**config.mk**
```make
export PLATFORM = sky130hd
export DESIGN_NAME = ql_io_top
export DESIGN_NICKNAME = d
export VERILOG_FILES = /design/src/common/ql_pkg.sv /design/src/ipc/ql_key_encoder.sv /design/src/ipc/ql_ipc.sv /design/src/hw/ql_rtc.sv /design/src/hw/ql_irq.sv /design/src/hw/ql_bus_regs.sv /design/src/hw/ql_io_top.sv
export SDC_FILE = /design/constraint.sdc
export NUM_CORES = 1
export LEC_CHECK = 0
export ABC_AREA = 1
export BUFFER_PORTS_ARGS = -buffer_cell sky130_fd_sc_hd__buf_2
export CORE_ASPECT_RATIO = 0.7
export CORE_UTILIZATION = 35
export CTS_BUF_LIST = sky130_fd_sc_hd__clkbuf_16
export CTS_CLUSTER_DIAMETER = 50
export CTS_CLUSTER_SIZE = 20
export DETAILED_ROUTE_END_ITERATION = 10
export GPL_TIMING_DRIVEN = 1
export PLACE_DENSITY_LB_ADDON = 0.2
export SYNTH_ARGS = -nofsm -noshare
export SYNTH_HDL_FRONTEND = slang
export SYNTH_HIERARCHICAL = 1
export SYNTH_SLANG_ARGS = --single-unit
```
**constraint.sdc**
```tcl
create_clock -name clk_cpu -period 3.7 [get_ports clk_cpu]
set_input_delay 0.555 -clock clk_cpu [delete_from_list [all_inputs] [get_ports clk_cpu]]
set_output_delay 0.555 -clock clk_cpu [all_outputs]
set_load 0.05 [all_outputs]
```
**src/common/ql_pkg.sv**
```systemverilog
package ql_pkg;

  // ==================================================
  // Bus and data widths
  // ==================================================
  typedef logic [8:0]  io_addr_t;     // CPU word address, bits 9:1
  typedef logic [15:0] word_t;        // CPU data bus
  typedef logic [7:0]  byte_t;
  typedef logic [31:0] seconds_t;     // Real-time counter
  typedef logic [63:0] key_matrix_t;  // Row r in bits 8r+7:8r
  typedef logic [2:0]  key_pos_t;     // Row or column index

  // ==================================================
  // Port offsets on address bits 6:1
  // ==================================================
  localparam logic [5:0] PORT_TIMER   = 6'd0;   // Two words, bit 1 ignored
  localparam logic [5:0] PORT_IPCWR   = 6'd1;   // $18003
  localparam logic [5:0] PORT_KEYBD   = 6'd5;   // Row select on bits 9:7
  localparam logic [5:0] PORT_IPCIRQ  = 6'd16;  // $18020/21
  localparam logic [5:0] PORT_DISPLAY = 6'd49;  // $18063

  // IPC commands handled here, the rest are ignored
  localparam logic [3:0] IPC_CMD_STATUS   = 4'd1;
  localparam logic [3:0] IPC_CMD_READ_KEY = 4'd8;
  localparam logic [3:0] IPC_CMD_KEYROW   = 4'd9;

  typedef enum logic [1:0] {
    IPC_IDLE,     // Collecting command nibbles
    IPC_SEND,     // Shifting reply out
    IPC_RECEIVE   // Collecting parameter nibble
  } ipc_state_e;

  // Bit positions in the pending byte
  localparam int IRQ_IPC_BIT   = 1;
  localparam int IRQ_VSYNC_BIT = 3;
  localparam int IRQ_TIMER_BIT = 5;

  // Modifier keys in the matrix
  localparam int KEY_SHIFT_BIT = 56;
  localparam int KEY_CTRL_BIT  = 57;
  localparam int KEY_ALT_BIT   = 58;

  localparam int DISPLAY_MODE_BIT = 3;  // 0 = 512x256, 1 = 256x256

endpackage

```
**src/ipc/ql_key_encoder.sv**
```systemverilog
`timescale 1ns/100ps

module ql_key_encoder (
  input  ql_pkg::key_matrix_t i_kbd_matrix,
  output ql_pkg::key_pos_t    o_row,
  output ql_pkg::key_pos_t    o_col,
  output logic                o_shift,
  output logic                o_ctrl,
  output logic                o_alt
);

  ql_pkg::byte_t row_bits;  // Row picked by the row encoder

  always_comb begin
    o_row = 3'd7;  // Also when nothing is pressed
    for (int r = 6; r >= 0; r--)  // Lowest row wins
      if (i_kbd_matrix[8*r +: 8] != 8'h00)
        o_row = ql_pkg::key_pos_t'(r);
  end

  assign row_bits = i_kbd_matrix[{o_row, 3'b000} +: 8];

  always_comb begin
    o_col = 3'd7;
    for (int c = 6; c >= 0; c--)  // Lowest column wins
      if (row_bits[c])
        o_col = ql_pkg::key_pos_t'(c);
  end

  assign o_shift = i_kbd_matrix[ql_pkg::KEY_SHIFT_BIT];
  assign o_ctrl  = i_kbd_matrix[ql_pkg::KEY_CTRL_BIT];
  assign o_alt   = i_kbd_matrix[ql_pkg::KEY_ALT_BIT];

endmodule

```
**src/ipc/ql_ipc.sv**
```systemverilog
`timescale 1ns/100ps

module ql_ipc (
  input  logic                clk_cpu,
  input  logic                reset,
  input  logic                i_bit_wr,     // One pulse per IPC write
  input  logic                i_bit,
  input  logic                i_key_event,
  input  ql_pkg::key_pos_t    i_key_row,
  input  ql_pkg::key_pos_t    i_key_col,
  input  logic                i_shift,
  input  logic                i_ctrl,
  input  logic                i_alt,
  input  ql_pkg::key_matrix_t i_kbd_matrix,
  output logic                o_reply_bit
);

  ql_pkg::ipc_state_e state;
  logic [3:0]    bit_cnt;
  logic [3:0]    bit_last;    // Bits in this phase, minus one
  logic [3:0]    nibble;
  logic [3:0]    nibble_next;
  logic [3:0]    cmd;
  ql_pkg::word_t reply;       // MSB goes out first
  logic          key_pressed;

  assign nibble_next = {nibble[2:0], i_bit};  // MSB first
  assign o_reply_bit = reply[15];

  // ==================================================
  // Command FSM
  // ==================================================
  always_ff @(posedge clk_cpu) begin
    if (reset) begin
      state       <= ql_pkg::IPC_IDLE;
      bit_cnt     <= 4'd0;
      reply       <= '0;
      key_pressed <= 1'b0;
    end else begin
      if (i_bit_wr) begin
        case (state)
          ql_pkg::IPC_IDLE: begin
            nibble  <= nibble_next;
            bit_cnt <= bit_cnt + 4'd1;
            if (bit_cnt[1:0] == 2'd3) begin  // Fourth bit, command complete
              cmd     <= nibble_next;
              bit_cnt <= 4'd0;
              case (nibble_next)
                ql_pkg::IPC_CMD_STATUS: begin
                  state       <= ql_pkg::IPC_SEND;
                  bit_last    <= 4'd7;
                  reply       <= {7'b0, key_pressed, 8'h00};
                  key_pressed <= 1'b0;
                end
                ql_pkg::IPC_CMD_READ_KEY: begin
                  state    <= ql_pkg::IPC_SEND;
                  bit_last <= 4'd15;
                  reply    <= {4'b0001, 1'b0, i_shift, i_ctrl, i_alt, 2'b00,
                               i_key_row, i_key_col};
                end
                ql_pkg::IPC_CMD_KEYROW: begin
                  state    <= ql_pkg::IPC_RECEIVE;  // Row number follows
                  bit_last <= 4'd3;
                end
                default: ;  // Sound, serial etc not supported
              endcase
            end
          end
          ql_pkg::IPC_SEND: begin
            reply <= {reply[14:0], 1'b0};
            if (bit_cnt == bit_last) begin
              state   <= ql_pkg::IPC_IDLE;
              bit_cnt <= 4'd0;
            end else begin
              bit_cnt <= bit_cnt + 4'd1;
            end
          end
          ql_pkg::IPC_RECEIVE: begin
            nibble <= nibble_next;
            if (bit_cnt == bit_last) begin
              bit_cnt <= 4'd0;
              if (cmd == ql_pkg::IPC_CMD_KEYROW) begin
                state    <= ql_pkg::IPC_SEND;
                bit_last <= 4'd7;
                reply    <= {i_kbd_matrix[{nibble_next[2:0], 3'b000} +: 8], 8'h00};
              end else begin
                state <= ql_pkg::IPC_IDLE;
              end
            end else begin
              bit_cnt <= bit_cnt + 4'd1;
            end
          end
          default: begin
            state   <= ql_pkg::IPC_IDLE;
            bit_cnt <= 4'd0;
          end
        endcase
      end
      // New key wins over the status clear
      if (i_key_event)
        key_pressed <= 1'b1;
    end
  end

endmodule

```
**src/hw/ql_rtc.sv**
```systemverilog
`timescale 1ns/100ps

module ql_rtc #(
  parameter int p_ticks_per_second = 27000000
) (
  input  logic             clk_cpu,
  input  logic             reset,
  input  logic             i_clear,        // Timer reset write
  input  logic             i_adjust,       // Timer adjust write
  input  ql_pkg::byte_t    i_adjust_byte,
  output ql_pkg::seconds_t o_seconds
);

  logic [$clog2(p_ticks_per_second)-1:0] prescaler;
  logic       tick;        // One cycle after prescaler wrap
  logic [1:0] adj_index;   // Next byte to load, 0 is LSB

  // ==================================================
  // Prescaler, free running
  // ==================================================
  always_ff @(posedge clk_cpu) begin
    if (reset) begin
      prescaler <= '0;
      tick      <= 1'b0;
    end else begin
      tick <= 1'b0;
      if (prescaler == p_ticks_per_second - 1) begin
        prescaler <= '0;
        tick      <= 1'b1;
      end else begin
        prescaler <= prescaler + 1'b1;
      end
    end
  end

  // ==================================================
  // Seconds counter
  // ==================================================
  always_ff @(posedge clk_cpu) begin
    if (reset || i_clear) begin
      o_seconds <= '0;
      adj_index <= 2'd0;
    end else if (i_adjust) begin
      // Software loads the count byte by byte, tick lost here
      o_seconds[{adj_index, 3'b000} +: 8] <= i_adjust_byte;
      adj_index <= adj_index + 2'd1;
    end else if (tick) begin
      o_seconds <= o_seconds + 1'b1;
    end
  end

endmodule

```
**src/hw/ql_irq.sv**
```systemverilog
`timescale 1ns/100ps

module ql_irq (
  input  logic          clk_cpu,
  input  logic          reset,
  input  logic          i_vsync,
  input  logic          i_key_event,
  input  logic          i_seconds_lsb,
  input  logic          i_ack_wr,      // Write to $18021
  input  logic [4:0]    i_ack,         // Acknowledge bits, one per source
  output ql_pkg::byte_t o_pending,
  output logic          o_irq
);

  logic r_vsync;     // Input register
  logic r_vsync_d;   // Edge register
  logic vsync_flag;
  logic key_flag;    // Reported as the IPC interrupt

  always_ff @(posedge clk_cpu) begin
    if (reset) begin
      r_vsync    <= 1'b0;
      r_vsync_d  <= 1'b0;
      vsync_flag <= 1'b0;
      key_flag   <= 1'b0;
    end else begin
      r_vsync   <= i_vsync;
      r_vsync_d <= r_vsync;
      // Acknowledge beats a new request in the same cycle
      if (i_ack_wr && i_ack[ql_pkg::IRQ_VSYNC_BIT])
        vsync_flag <= 1'b0;
      else if (r_vsync_d && !r_vsync)  // Falling edge
        vsync_flag <= 1'b1;
      if (i_ack_wr && i_ack[ql_pkg::IRQ_IPC_BIT])
        key_flag <= 1'b0;
      else if (i_key_event)
        key_flag <= 1'b1;
    end
  end

  always_comb begin
    o_pending = '0;
    o_pending[ql_pkg::IRQ_IPC_BIT]   = key_flag;
    o_pending[ql_pkg::IRQ_VSYNC_BIT] = vsync_flag;
    o_pending[ql_pkg::IRQ_TIMER_BIT] = i_seconds_lsb;  // Not a request
  end

  assign o_irq = vsync_flag | key_flag;  // Level to IPL

endmodule

```
**src/hw/ql_bus_regs.sv**
```systemverilog
`timescale 1ns/100ps

module ql_bus_regs (
  input  logic                clk_cpu,
  input  logic                reset,
  input  logic                i_cs,
  input  logic                i_rw,
  input  logic                i_uds_n,
  input  logic                i_lds_n,
  input  ql_pkg::io_addr_t    i_addr,    // Index 0 is address bit 1
  input  ql_pkg::word_t       i_wdata,
  input  ql_pkg::seconds_t    i_seconds,
  input  ql_pkg::byte_t       i_irq_pending,
  input  logic                i_ipc_reply_bit,
  input  ql_pkg::key_matrix_t i_kbd_matrix,
  output ql_pkg::word_t       o_rdata,
  output logic                o_display_mode,
  output logic                o_rtc_clear,
  output logic                o_rtc_adjust,
  output ql_pkg::byte_t       o_rtc_byte,
  output logic                o_irq_ack_wr,
  output logic [4:0]          o_irq_ack,
  output logic                o_ipc_bit_wr,
  output logic                o_ipc_bit
);

  logic          sel_timer;     // Both timer words
  logic          sel_timer_hi;  // $18000 word only
  logic          sel_keybd;
  logic          sel_ipcirq;
  logic          sel_display;
  logic          cpu_wr;
  logic          ipcwr_strobe;
  logic          r_ipcwr_strobe;  // Previous cycle, for edge detect
  ql_pkg::byte_t kbd_row;

  // ==================================================
  // Address decode
  // ==================================================
  assign sel_timer    = i_cs && i_addr[5:1] == ql_pkg::PORT_TIMER[5:1];
  assign sel_timer_hi = i_cs && i_addr[5:0] == ql_pkg::PORT_TIMER;
  assign sel_keybd    = i_cs && i_addr[5:0] == ql_pkg::PORT_KEYBD;
  assign sel_ipcirq   = i_cs && i_addr[5:0] == ql_pkg::PORT_IPCIRQ;
  assign sel_display  = i_cs && i_addr[5:0] == ql_pkg::PORT_DISPLAY;
  assign cpu_wr       = i_cs && !i_rw;

  // Write strobes, all zero-wait
  assign o_rtc_clear  = cpu_wr && sel_timer_hi && !i_uds_n;
  assign o_rtc_adjust = cpu_wr && sel_timer_hi && !i_lds_n;
  assign o_rtc_byte   = i_wdata[7:0];
  assign o_irq_ack_wr = cpu_wr && sel_ipcirq && !i_lds_n;
  assign o_irq_ack    = i_wdata[4:0];

  // IPC bit goes out on first cycle of the strobe only
  assign ipcwr_strobe = cpu_wr && i_addr[5:0] == ql_pkg::PORT_IPCWR && !i_lds_n;
  assign o_ipc_bit_wr = ipcwr_strobe && !r_ipcwr_strobe;
  assign o_ipc_bit    = i_wdata[1];

  always_ff @(posedge clk_cpu) begin
    if (reset) begin
      r_ipcwr_strobe <= 1'b0;
      o_display_mode <= 1'b1;  // 256 mode out of reset
    end else begin
      r_ipcwr_strobe <= ipcwr_strobe;
      if (cpu_wr && sel_display)
        o_display_mode <= i_wdata[ql_pkg::DISPLAY_MODE_BIT];
    end
  end

  // ==================================================
  // Read data
  // ==================================================
  assign kbd_row = i_kbd_matrix[{i_addr[8:6], 3'b000} +: 8];  // Row from A9:A7

  always_comb begin
    if (sel_timer)
      o_rdata = i_addr[0] ? i_seconds[15:0] : i_seconds[31:16];
    else if (sel_keybd)
      o_rdata = {8'h00, kbd_row};
    else if (sel_ipcirq)
      o_rdata = {i_ipc_reply_bit, 7'b0, i_irq_pending};  // IPC never busy
    else
      o_rdata = '0;  // Also when i_cs is low
  end

endmodule

```
**src/hw/ql_io_top.sv**
```systemverilog
`timescale 1ns/100ps

module ql_io_top #(
  parameter int p_ticks_per_second = 27000000  // clk_cpu cycles per second
) (
  input  logic                clk_cpu,
  input  logic                reset,
  // CPU side, 68000 style strobes
  input  logic                i_cs,       // VMA inside the I/O window
  input  logic                i_rw,       // 1 = read
  input  logic                i_uds_n,
  input  logic                i_lds_n,
  input  ql_pkg::io_addr_t    i_addr,
  input  ql_pkg::word_t       i_wdata,
  output ql_pkg::word_t       o_rdata,
  // Sources
  input  logic                i_vsync,
  input  logic                i_key_event,  // One pulse per key event
  input  ql_pkg::key_matrix_t i_kbd_matrix,
  output logic                o_irq,
  output logic                o_display_mode
);

  logic               rtc_clear;
  logic               rtc_adjust;
  ql_pkg::byte_t      rtc_byte;
  ql_pkg::seconds_t   seconds;
  logic               irq_ack_wr;
  logic [4:0]         irq_ack;
  ql_pkg::byte_t      irq_pending;
  logic               ipc_bit_wr;
  logic               ipc_bit;
  logic               ipc_reply_bit;
  ql_pkg::key_pos_t   key_row;
  ql_pkg::key_pos_t   key_col;
  logic               key_shift;
  logic               key_ctrl;
  logic               key_alt;

  // ==================================================
  // Decode and register file
  // ==================================================
  ql_bus_regs ql_bus_regs_inst (
    .clk_cpu         (clk_cpu),
    .reset           (reset),
    .i_cs            (i_cs),
    .i_rw            (i_rw),
    .i_uds_n         (i_uds_n),
    .i_lds_n         (i_lds_n),
    .i_addr          (i_addr),
    .i_wdata         (i_wdata),
    .i_seconds       (seconds),
    .i_irq_pending   (irq_pending),
    .i_ipc_reply_bit (ipc_reply_bit),
    .i_kbd_matrix    (i_kbd_matrix),
    .o_rdata         (o_rdata),
    .o_display_mode  (o_display_mode),
    .o_rtc_clear     (rtc_clear),
    .o_rtc_adjust    (rtc_adjust),
    .o_rtc_byte      (rtc_byte),
    .o_irq_ack_wr    (irq_ack_wr),
    .o_irq_ack       (irq_ack),
    .o_ipc_bit_wr    (ipc_bit_wr),
    .o_ipc_bit       (ipc_bit)
  );

  ql_rtc #(
    .p_ticks_per_second (p_ticks_per_second)
  ) ql_rtc_inst (
    .clk_cpu       (clk_cpu),
    .reset         (reset),
    .i_clear       (rtc_clear),
    .i_adjust      (rtc_adjust),
    .i_adjust_byte (rtc_byte),
    .o_seconds     (seconds)
  );

  ql_irq ql_irq_inst (
    .clk_cpu       (clk_cpu),
    .reset         (reset),
    .i_vsync       (i_vsync),
    .i_key_event   (i_key_event),
    .i_seconds_lsb (seconds[0]),  // Shows up as the timer bit
    .i_ack_wr      (irq_ack_wr),
    .i_ack         (irq_ack),
    .o_pending     (irq_pending),
    .o_irq         (o_irq)
  );

  // ==================================================
  // IPC and keyboard
  // ==================================================
  ql_ipc ql_ipc_inst (
    .clk_cpu      (clk_cpu),
    .reset        (reset),
    .i_bit_wr     (ipc_bit_wr),
    .i_bit        (ipc_bit),
    .i_key_event  (i_key_event),
    .i_key_row    (key_row),
    .i_key_col    (key_col),
    .i_shift      (key_shift),
    .i_ctrl       (key_ctrl),
    .i_alt        (key_alt),
    .i_kbd_matrix (i_kbd_matrix),
    .o_reply_bit  (ipc_reply_bit)
  );

  ql_key_encoder ql_key_encoder_inst (
    .i_kbd_matrix (i_kbd_matrix),
    .o_row        (key_row),
    .o_col        (key_col),
    .o_shift      (key_shift),
    .o_ctrl       (key_ctrl),
    .o_alt        (key_alt)
  );

endmodule

```
Word level (Yosys, flattened, before mapping)

Cells that the tools add are included.

$add $sub $neg: 5
Eq/ne operators: 20
Shift-type cells: 5
Multiplexer cells: 46
Bitwise logic cells: 2
Reduce and logical (&&, ||, !) cells: 53

Operators with widths:

| kind                   | number |
|---|---|
| $shiftx 64x7->8        | 2 |
| $mux 16                | 7 |
| $mux 32                | 2 |
| $shiftx 64x7->7        | 1 |
| $reduce_bool 8->1      | 7 |
| $pmux 16 s3            | 1 |
| $add 32x1->32 const B  | 1 |
| $bwmux 32              | 1 |
| $pmux 16 s2            | 1 |
| $shift 8x7->32 const A | 1 |
| $shiftx 8x7->32        | 1 |
| $add 25x1->25 const B  | 1 |
| $eq 25x25->1 const B   | 1 |
| $mux 3                 | 8 |
| $mux 4                 | 5 |
| $logic_and 1x1->1      | 18 |
| $pmux 4 s2             | 2 |
| $mux 2                 | 7 |
| $eq 4x4->1 const B     | 3 |
| $pmux 4 s3             | 1 |
| $reduce_bool 2->1      | 6 |
| $reduce_or 2->1        | 6 |
| $mux 1                 | 9 |
| $ne 2x1->1 const B     | 4 |
| 28 further kinds       | 35 |

Bits in registers: 100

Logic depth before layout (Yosys ltp)

Gate-level depths: netlist (run 1).

Depth in word-level cells: 19
Depth in mapped cells: 23

Cells and area by module

The synthesis (run 1) kept the hierarchy.

By module, submodules not included:

| module         | instances | cells each | area each (um^2) | sequential area each (um^2) |
|---|---|---|---|---|
| ql_rtc         | 1         | 629        | 3977.6           | 1201.2 |
| ql_ipc         | 1         | 391        | 2359.8           | 730.7 |
| ql_bus_regs    | 1         | 315        | 1482.7           | 40.0 |
| ql_key_encoder | 1         | 185        | 983.4            | 0.0 |
| ql_irq         | 1         | 28         | 215.2            | 80.1 |

Worst setup path before layout (run 1)

OpenSTA, ideal clock, no wires.

Kind: input -> register
Start: input port i_kbd_matrix[19]
End: register ql_ipc_inst.reply[1]
Library setup time: 0.132 ns
Arrival: 2.279 ns
Data required time: 3.568 ns
Slack: 1.289 ns
Stages: 18
Buffers on the path: 2
Path through: inv_2 nand2_2 nor4_4 nand2_2 nand2_4 nand2_2 buf_6 buf_6 o21ai_1 nand2_1 a21oi_2 nand2_1 a21oi_1 nor2_1 nand3_1 nand2_1 nand2_1 a21oi_1

Longest elaborated chain between the ends: 14

Ends and longest elaborated chain:

| item                   | line                 | text |
|---|---|---|
| start: declaration     | ql_io_top.sv:19      | `input ql_pkg::key_matrix_t i_kbd_matrix,` |
| $reduce_bool 8->1      | ql_key_encoder.sv:17 | `if (i_kbd_matrix[8*r +: 8] != 8'h00)` |
| $mux 3 (3 in a row)    | ql_key_encoder.sv:17 |  |
| $shiftx 64x7->7 *      | ql_key_encoder.sv:21 | `assign row_bits = i_kbd_matrix[{o_row, 3'b000} +: 8];` |
| $mux 2 (2 in a row)    | ql_key_encoder.sv:26 | `if (row_bits[c])` |
| $mux 3 (3 in a row)    | ql_key_encoder.sv:26 |  |
| $mux 3 *               | ql_key_encoder.sv:26 |  |
| named net key_col[1]   | ql_io_top.sv:35      | `ql_pkg::key_pos_t key_col;` |
| $pmux 16 s2 *          | ql_ipc.sv:48         | `case (nibble_next)` |
| $mux 16 *              | ql_ipc.sv:45         | `if (bit_cnt[1:0] == 2'd3) begin` |
| $pmux 16 s3 *          | ql_ipc.sv:41         | `case (state)` |
| end signal: assignment | ql_ipc.sv:52         | `reply <= {7'b0, key_pressed, 8'h00};` |
| end signal: assignment | ql_ipc.sv:58         | `reply <= {4'b0001, 1'b0, i_shift, i_ctrl, i_alt, 2'b00,` |
| end signal: assignment | ql_ipc.sv:70         | `reply <= {reply[14:0], 1'b0};` |
| end: declaration       | ql_ipc.sv:24         | `ql_pkg::word_t reply;` |

The timed path passes the listed nets; every way through them passes the cells marked *. The select of a mux whose other input is x is not followed.
A chain may end at the register's enable or synchronous reset.

Worst setup path after layout (run 1)

Start: input port i_kbd_matrix[55]
End: register ql_ipc_inst.reply[2]

Longest elaborated chain between the ends: 16

Ends and longest elaborated chain:

| item                  | line |
|---|---|
| $reduce_bool 8->1 *   | ql_key_encoder.sv:17 |
| $mux 1 *              | ql_key_encoder.sv:17 |
| $mux 2 * (2 in a row) | ql_key_encoder.sv:17 |
| $mux 3 * (4 in a row) | ql_key_encoder.sv:17 |
| $shiftx 64x7->7 *     | ql_key_encoder.sv:21 |
| $mux 3 (3 in a row)   | ql_key_encoder.sv:26 |
| $mux 3 *              | ql_key_encoder.sv:26 |
| named net key_col[2]  | ql_io_top.sv:35 |
| $pmux 16 s2 *         | ql_ipc.sv:48 |
| $mux 16 *             | ql_ipc.sv:45 |
| $pmux 16 s3 *         | ql_ipc.sv:41 |

Marked as above.

==> results of run 1 <==
[metrics by stage]
stage	worst slack, ps	power, mW	hold WS [ps]
floorplan	1290	1.31	409
global placement	542	1.43	427
global route	611	2.46	430
detailed placement	547	1.43	431
CTS	914	2.39	406
finish	787	2.36	418
[layout make-up]
class                      count  area (µm²)
clock buffer                   9         225
clock inverter                 6        58.8
fill                        2787       15000
inverter                     222         841
multi-input combinational   1161        5660
sequential                    98        2050
tap                          325         407
timing repair buffer         120         636
[tightest hold or removal path, stage by stage]
cell	delay [ps]
buf_2	80
inv_1	40
nor2_1	70
[worst max-delay path by stage]
stage | startpoint | to | slack, ps | depth (start not counted)
floorplan | i_kbd_matrix[19] | ql_ipc_inst/reply[1]$_SDFFE_PP0P_ | 1290 | 18
global placement | i_kbd_matrix[53] | ql_ipc_inst/reply[2]$_SDFFE_PP0P_ | 540 | 21
detailed placement | i_kbd_matrix[53] | ql_ipc_inst/reply[2]$_SDFFE_PP0P_ | 550 | 21
CTS | i_kbd_matrix[53] | ql_ipc_inst/reply[2]$_SDFFE_PP0P_ | 910 | 21
global route | i_kbd_matrix[55] | ql_ipc_inst/reply[1]$_SDFFE_PP0P_ | 610 | 21
finish | i_kbd_matrix[55] | ql_ipc_inst/reply[2]$_SDFFE_PP0P_ | 790 | 21
[report_power, final]
part           leakage, nW  switching (mW)  total [mW]  internal (mW)
clock network        0.144           0.435       0.953          0.518
registers            0.799         0.00504        1.08           1.07
logic                 3.70           0.226       0.332          0.105
total                 4.64           0.666        2.36           1.70
[registers in the layout, summed over array words and instances (netlist names)]
register / count
ql_bus_regs_inst/o_display_mode: 1
ql_bus_regs_inst/r_ipcwr_strobe: 1
ql_ipc_inst/bit_cnt: 4
ql_ipc_inst/bit_last: 2
ql_ipc_inst/cmd: 4
ql_ipc_inst/key_pressed: 1
ql_ipc_inst/nibble: 3
ql_ipc_inst/reply: 16
ql_ipc_inst/state: 2
ql_irq_inst/key_flag: 1
ql_irq_inst/r_vsync: 1
ql_irq_inst/r_vsync_d: 1
ql_irq_inst/vsync_flag: 1
ql_rtc_inst/adj_index: 2
ql_rtc_inst/o_seconds: 32
ql_rtc_inst/prescaler: 25
ql_rtc_inst/tick: 1
[layer usage]
| layer | share of wire, % | vias to the layer above |
|---|---|---|
| li1 | - | 5015 |
| met1 | 53 | 4499 |
| met2 | 38 | 374 |
| met3 | 8.4 | 9 |
| met4 | 0.45 | 0 |
| met5 | 0 | - |
==> summary.txt, run 1 <==
Outcome
  – Status: complete, no violations

Setup path
  – R2r endpoint: ql_rtc_inst/o_seconds[23]$_SDFFE_PP0P_
  – Largest delay share family, worst path: simple AND/OR/NAND/NOR gates
  – Setup crit end kind: register
  – Top cell by count, worst path: nand2_1
  – CP cell instances: buf_2, inv_1, nand2_1, nor2_1, nand2_1, nand2_1, nand2_1, nand2_1, nand2_2, nand2_4, nand2_2, o21ai_1, o22ai_1, nand2_1, nand2_1, or2_1, nor2_1, nand3_1, nand2_1, nand2_1, a21oi_1
  – Buf/Inv on CP: 2
  – Reg2reg start: ql_rtc_inst/adj_index[0]$_SDFFE_PP0P_
  – Critical Path AT: between 3000 and 4000 ps
  – Critical Path Max Stage Delay: a little over 300 ps
  – Path depth of the worst reg2reg path: 8
  – CP startpoint kind: input port
  – Crit path max fanout: 23
  – R2R setup slack: around 1200 ps
  – CP max-delay cell: nor2_1
  – CP Class: input port to register
  – Required time of the critical path: 3990 ps

Clock network
  – Cts hold-fix bufs: 0
  – CTS Buffer Depth: 2
  – Root Driver: clkbuf_16
  – Worst-path clk slew: ~70 ps
  – CTS Buf Count: 9
  – # resized after CTS: 0
  – CTS tree: built
  – Sink Count: 98
  – Clock latency on the worst-skew pair: around 360 ps
  – Postcts setup bufs: 0
  – H-Tree Depth: 3

Floorplanning
  – Rows: 48
  – Starting Density: 36.1%
  – Die width: 194 µm
  – CORE AREA: about 0.025 mm²
  – Die Footprint: 0.0264 mm²
  – Die height: roughly 140 µm
  – Top Ports: 115

Finish
  – Final Cell Area: between 0.009 and 0.01 mm²
  – Non-filler cells, final: between 1.5k and 2k
  – Final core utilization: between 30% and 40%
  – Share of post-route cells with drive strength above 1: 14.9%
  – Diode count: 0
  – Area Overhead vs Synth: 9.85%
  – Highest-count cells in the layout ignoring fill and taps: 520 x nand2_1, 202 x inv_1, 181 x nand3_1, 131 x nor2_1, 106 x buf_2
  – Commonest non-fill, non-tap cell in the layout: nand2_1
  – Nets: 1,722

Global route
  – Initial antenna violation count: 0
  – All-Layer GR Usage: a little under a quarter
  – GRT met2 Usage: between 30 and 40%
  – First-pass GRT wire length: just under 50 mm
  – Met3 Use GR: 4.89%
  – Met1 usage: 37.7%
  – GRT busiest layer: met1
  – Vias in the first global route: 8,481
  – Gr ovfl total: 0
  – Largest net degree at the start of global routing: 34

STA
  – Slew headroom: 50.6%
  – Period Utilization, post-route: 78.7%
  – Hold Fails Final Rpt: 0
  – Setup TNS: 0 ps
  – Final min period: between 2000 and 3000 ps
  – Max Slew Vio Count: 0
  – Endpoints failing setup: 0
  – Least-Margin Pin Slew: 735 ps
  – Max frequency: 343 MHz
  – Unrepaired setup endpoints after global routing: no
  – Clk_skew: approximately 12 ps

Detailed routing
  – Vias/cell: 5.10
  – Drt pass-1 iters: 5
  – Antenna viol nets, final: 0
  – Vias: about 10k
  – Routed len/inst: approximately 16 µm
  – # DRC: 0
  – Final Routed Wirelength: ~31 mm
  – DR iter-0 viols: about 1.1k

Hold path
  – Hold Crit Start: i_vsync
  – Worst hold endpoint: ql_irq_inst/r_vsync$_SDFF_PP0_
  – Worst Hold Class: input port to register
  – Number of cells on the worst hold path: 3

Yosys
  – Yosys warning count: 6
  – Cell area after synthesis: approximately 0.009 mm²
  – Synth Instances: around 1.5k
  – Syn_area_per_cell: 5.82 µm²

Place
  – DP Cell Count: between 1.5k and 2k
  – Dpl hpwl: 24.7 mm
  – Dpl cell area: about 0.0096 mm²
  – IO buf count: roughly 110
  – Routability cong.: 0.919

Pwr
  – Peak supply drop: around 230 µV
  – Pwr dens: 239 mW/mm²
  – Pleak: roughly 4.6 nW

Run
  – Max-cap violations: 0
(Power assumes the default switching activity.)
==> run 2, diff against run 1 <==
Clock period 3.7 ns to 2.8 ns, I/O delays scaled along.
==> summary.txt, run 2 (synthesis results as in run 1) <==
Pwr
  – Peak supply drop: 297 µV
  – Pleak: between 4 and 5 nW
  – Pwr dens: ~300 mW/mm²

Clock network
  – Worst-path clk slew: around 70 ps
  – Clock latency on the worst-skew pair: between 300 and 400 ps
  – # resized after CTS: 0
  – Root Driver: clkbuf_16
  – H-Tree Depth: 3
  – CTS Buffer Depth: 2
  – Sink Count: 98
  – CTS tree: built
  – Cts hold-fix bufs: 0
  – CTS Buf Count: 9
  – Postcts setup bufs: 0

Detailed routing
  – Antenna viol nets, final: 0
  – Vias: 10.0k
  – Final Routed Wirelength: around 32 mm
  – Vias/cell: between 5 and 6
  – Drt pass-1 iters: 7
  – # DRC: 0
  – Routed len/inst: between 15 and 20 µm
  – DR iter-0 viols: roughly 1k

Finish
  – Max reg flops: 32
  – Nets: about 1.8k
  – FILL cells: 2,778
  – Final Cell Area: a little over 0.01 mm²
  – Top Registers: ql_rtc_inst/o_seconds (32), ql_rtc_inst/prescaler (25), ql_ipc_inst/reply (16)
  – Top reg by flops: ql_rtc_inst/o_seconds
  – Highest-count cells in the layout ignoring fill and taps: 520 x nand2_1, 201 x inv_1, 181 x nand3_1, 131 x nor2_1, 106 x buf_2
  – Area Overhead vs Synth: 13.3%
  – Final core utilization: 40.9%
  – Share of post-route cells with drive strength above 1: 16.9%
  – Commonest non-fill, non-tap cell in the layout: nand2_1

Place
  – IO buf count: roughly 110
  – Routability cong.: 0.911
  – Dpl cell area: about 0.01 mm²
  – Dpl hpwl: 25.0 mm

Setup path
  – Largest delay share family, worst path: simple AND/OR/NAND/NOR gates
  – CP cell instances: buf_2, nor2_1, nand3_1, nor2_1, nand2_1, nand2_1, nand2_2, nand2_4, nand2_2, o21ai_1, o22ai_1, nand2_1, nand2_1, or2_1, nor2_1, nand3_1, nand2_1, nand2_1, a21oi_1
  – Required time of the critical path: just over 3000 ps
  – Buf/Inv on CP: 1
  – Path depth of the worst reg2reg path: 9
  – CP startpoint kind: input port
  – Top cell by count, worst path: nand2_1
  – CP max-delay cell: or2_1
  – Critical Path Max Stage Delay: 280 ps
  – Critical Path AT: roughly 2800 ps
  – Critical path depth: 19
  – Setup crit end kind: register
  – Crit path max fanout: 12
  – CP Class: input port to register

Global route
  – Initial antenna violation count: 1
  – All-Layer GR Usage: roughly a quarter
  – Largest net degree at the start of global routing: 34
  – Gr ovfl total: 0
  – First-pass GRT wire length: 49.6 mm
  – Vias in the first global route: between 8k and 9k

STA
  – Period Utilization, post-route: between 80% and 90%
  – Least-Margin Pin Slew: around 760 ps
  – Clk_skew: 8.52 ps
  – Endpoints failing setup: 0
  – Max frequency: a little over 400 MHz
  – Slew headroom: 49.4%
  – Final min period: about 2500 ps
  – Setup TNS: 0 ps
  – Final hold slack: a little over 300 ps
  – Unrepaired setup endpoints after global routing: no
  – Hold Fails Final Rpt: 0
  – Max Slew Vio Count: 0

Floorplanning
  – CORE AREA: roughly 0.025 mm²
  – Die height: approximately 140 µm
  – Die Footprint: between 0.02 and 0.03 mm²
  – Rows: 48
  – Die width: a little under 200 µm
  – Top Ports: 115
  – Starting Density: around 36%

Hold path
  – Worst Hold Class: input port to register
  – Number of cells on the worst hold path: 3

Run
  – Max-cap violations: 0

Outcome
  – Status: complete, no violations
==> run 2: metrics by stage <==
stage	total power [mW]	std cells	setup WS, ps
floorplan	1.73	1549	524
global placement	1.92	1967	61.8
detailed placement	1.92	1967	51.9
CTS	3.09	1983	419
global route	3.20	1984	108
finish	3.06	1984	339
==> run 2: worst min-delay path: stages <==
cell and delay, ps:
buf_2 70, inv_1 40, nor2_1 80
==> run 2: path summary, 6_finish.rpt <==
check,startpoint,endpoint,slack [ps]
max,i_kbd_matrix[32],ql_ipc_inst/reply[2]$_SDFFE_PP0P_,340
min,i_vsync,ql_irq_inst/r_vsync$_SDFF_PP0_,310
max reg2reg,ql_rtc_inst/adj_index[0]$_SDFFE_PP0P_,ql_rtc_inst/o_seconds[23]$_SDFFE_PP0P_,610
min reg2reg,ql_irq_inst/r_vsync$_SDFF_PP0_,ql_irq_inst/r_vsync_d$_SDFF_PP0_,430
==> run 2: cell type report <==
type,instances,area [µm²],area share (%)
inverter,222,841,8.25
antenna,1,2.50,0.0245
clock buffer,9,225,2.21
sequential,98,2050,20.1
tap,325,407,3.99
multi-input combinational,1161,5660,55.5
clock inverter,7,36.3,0.356
timing repair buffer,161,968,9.50
==> run 2: per-layer routing <==
metal	GRT usage, %	up-vias	share of wire, %
met5	0	-	0
met4	4.18	0	0.75
met3	4.44	16	8.6
met2	32.6	381	39
met1	38.7	4556	52
li1	-	5095	-
==> run 2: report_power, final <==
part / switching [mW] / internal [mW]
registers: 0.00650 / 1.42
logic: 0.306 / 0.163
clock network: 0.569 / 0.593
total: 0.882 / 2.17
==> run 3, diff against run 2 <==
Settings changed: CORE_UTILIZATION 35 to 46.
Clock period 2.8 ns to 2.54 ns, I/O delays scaled along.
==> summary.txt, run 3 (synthesis results as in run 1) <==
Place
  – DP Cell Count: 1,925
  – IO buf count: 106
  – Dpl hpwl: approximately 23 mm
  – Routability cong.: 0.956
  – Dpl cell area: between 0.01 and 0.015 mm²

Detailed routing
  – DR iter-0 viols: about 1.2k
  – Drt pass-1 iters: 6
  – # DRC: 0
  – Final Routed Wirelength: around 30 mm
  – Vias/cell: between 5 and 6
  – Routed len/inst: around 15 µm
  – Vias: 10.2k
  – Antenna viol nets, final: 0

Setup path
  – CP max-delay cell: or2_1
  – Reg2reg start: ql_ipc_inst/state[0]$_SDFFE_PP0P_
  – Setup crit end kind: register
  – Required time of the critical path: around 2800 ps
  – Crit path max fanout: 6
  – Critical Path Max Stage Delay: between 200 and 300 ps
  – CP cell instances: buf_2, nor2_1, nand2_1, nor4_4, nand2_2, nand2_4, nand2_2, buf_4, nand2_1, nand3_1, nand3_2, nand4_2, or2_1, nor2_1, nand3_1, nand2_1, nand2_1, a21oi_1
  – R2R setup slack: 490 ps
  – R2r endpoint: ql_ipc_inst/nibble[2]$_DFFE_PP_
  – Path depth of the worst reg2reg path: 6
  – Top cell by count, worst path: nand2_1
  – Critical Path AT: 2600 ps
  – CP Class: input port to register
  – CP startpoint kind: input port

Finish
  – Non-filler cells, final: 1,942
  – Max reg flops: 32
  – Area taken by multi-input logic gates: roughly 0.0057 mm²
  – Area Overhead vs Synth: 14.9%
  – Reg area: just over 0.002 mm²
  – Top reg by flops: ql_rtc_inst/o_seconds
  – Commonest non-fill, non-tap cell in the layout: nand2_1
  – Final core utilization: between 50% and 60%
  – FILL cells: 2,002
  – Share of post-route cells with drive strength above 1: between 10% and 20%
  – Nets: 1,782
  – Final Cell Area: between 0.01 and 0.015 mm²
  – Top Registers: ql_rtc_inst/o_seconds (32), ql_rtc_inst/prescaler (25), ql_ipc_inst/reply (16)
  – Highest-count cells in the layout ignoring fill and taps: 520 x nand2_1, 201 x inv_1, 181 x nand3_1, 128 x nor2_1, 106 x buf_2

STA
  – Clk_skew: 12.7 ps
  – Slew headroom: about 55%
  – Least-Margin Pin Slew: between 600 and 700 ps
  – Endpoints failing setup: 0
  – Max frequency: 430 MHz
  – Final min period: ~2300 ps
  – Hold Fails Final Rpt: 0
  – Period Utilization, post-route: 91.6%
  – Max Slew Vio Count: 0
  – Setup TNS: 0 ps
  – Unrepaired setup endpoints after global routing: no

Floorplanning
  – Die width: ~170 µm
  – Die height: 119 µm
  – Starting Density: 47.3%
  – Rows: between 40 and 50
  – CORE AREA: approximately 0.019 mm²
  – Die Footprint: approximately 0.02 mm²
  – Top Ports: between 100 and 150

Pwr
  – Switch share: a little over a quarter
  – Peak supply drop: 370 µV
  – NetSw: slightly below 1 mW
  – Pleak: approximately 5.0 nW
  – PnR Total Power: 3.61 mW
  – Int Power: ~2.6 mW
  – Pwr dens: 349 mW/mm²
  – Combinational power share: ~15%
  – Power share of the clock group: a little over two fifths
  – Flop pwr share: between 40% and 50%

Clock network
  – CTS Buf Count: 9
  – Worst-path clk slew: roughly 70 ps
  – Root Driver: clkbuf_16
  – H-Tree Depth: 3
  – CTS tree: built
  – Sink Count: 98
  – CTS Buffer Depth: 2
  – # resized after CTS: 0
  – Cts hold-fix bufs: 0
  – Clock latency on the worst-skew pair: 360 ps
  – Postcts setup bufs: 0

Global route
  – All-Layer GR Usage: between 30% and 40%
  – Initial antenna violation count: 1
  – Gr ovfl total: 0
  – Largest net degree at the start of global routing: 34
  – Vias in the first global route: 9,026
  – First-pass GRT wire length: ~48 mm

Hold path
  – Worst hold endpoint: ql_irq_inst/r_vsync$_SDFF_PP0_
  – Hold Crit Start: i_vsync
  – Number of cells on the worst hold path: 3
  – Worst Hold Class: input port to register

Outcome
  – Status: complete, no violations

Run
  – Max-cap violations: 0
## run 3: cell count changes in the layout (fill, tap and decap cells not counted), sizes merged
cell	before	now
buf	161	180
bufinv	0	2
clkinv	6	4
## run 3: area by class of cell
| cell class | instances | share of cell area, % |
|---|---|---|
| antenna | 1 | 0.0242 |
| clock buffer | 9 | 2.18 |
| clock inverter | 7 | 0.896 |
| timing repair buffer | 180 | 10.9 |
| sequential | 98 | 19.8 |
| tap | 264 | 3.20 |
| inverter | 222 | 8.13 |
| multi-input combinational | 1161 | 54.9 |
## run 3: worst max path at each step
stage	from	end	slack (ps)	cells past startpoint
floorplan	i_kbd_matrix[19]	ql_ipc_inst/reply[1]$_SDFFE_PP0P_	300	18
global placement	i_kbd_matrix[23]	ql_ipc_inst/reply[2]$_SDFFE_PP0P_	-10	18
detailed placement	i_kbd_matrix[23]	ql_ipc_inst/reply[2]$_SDFFE_PP0P_	-60	18
CTS	i_kbd_matrix[23]	ql_ipc_inst/reply[2]$_SDFFE_PP0P_	280	18
global route	i_kbd_matrix[52]	ql_ipc_inst/reply[2]$_SDFFE_PP0P_	10	22
finish	i_kbd_matrix[23]	ql_ipc_inst/reply[2]$_SDFFE_PP0P_	210	18
## run 3: routing by layer
metal	part of all wire, %	track usage, %
met5	0	0
met4	1.5	7.43
met3	10	6.58
met2	38	40.8
met1	50	47.1
## run 3: worst max-delay path: cells and delay by family
kind / cells / cell delay [ps]
and+or+nand+nor: 15 / 1770
buffers and inverters: 2 / 270
AOI/OAI and AO/OA: 1 / 150
## run 3: through the flow
step	hold WS, ps	worst slack, ps
6_report	232	214
5_1_grt	238	10.2
4_1_cts	215	282
3_5_place_dp	429	-64.4
3_3_place_gp	422	-12.7
2_1_floorplan	409	303
## run 3: power groups by stage
stage	Sequential, mW	Combinational (mW)	Clock [mW]
final	1.57	0.535	1.50
after global routing	1.57	0.590	1.59
after CTS	1.57	0.525	1.53
after detailed placement	1.61	0.523	0
after global placement	1.61	0.520	0
after floorplan	1.61	0.304	0
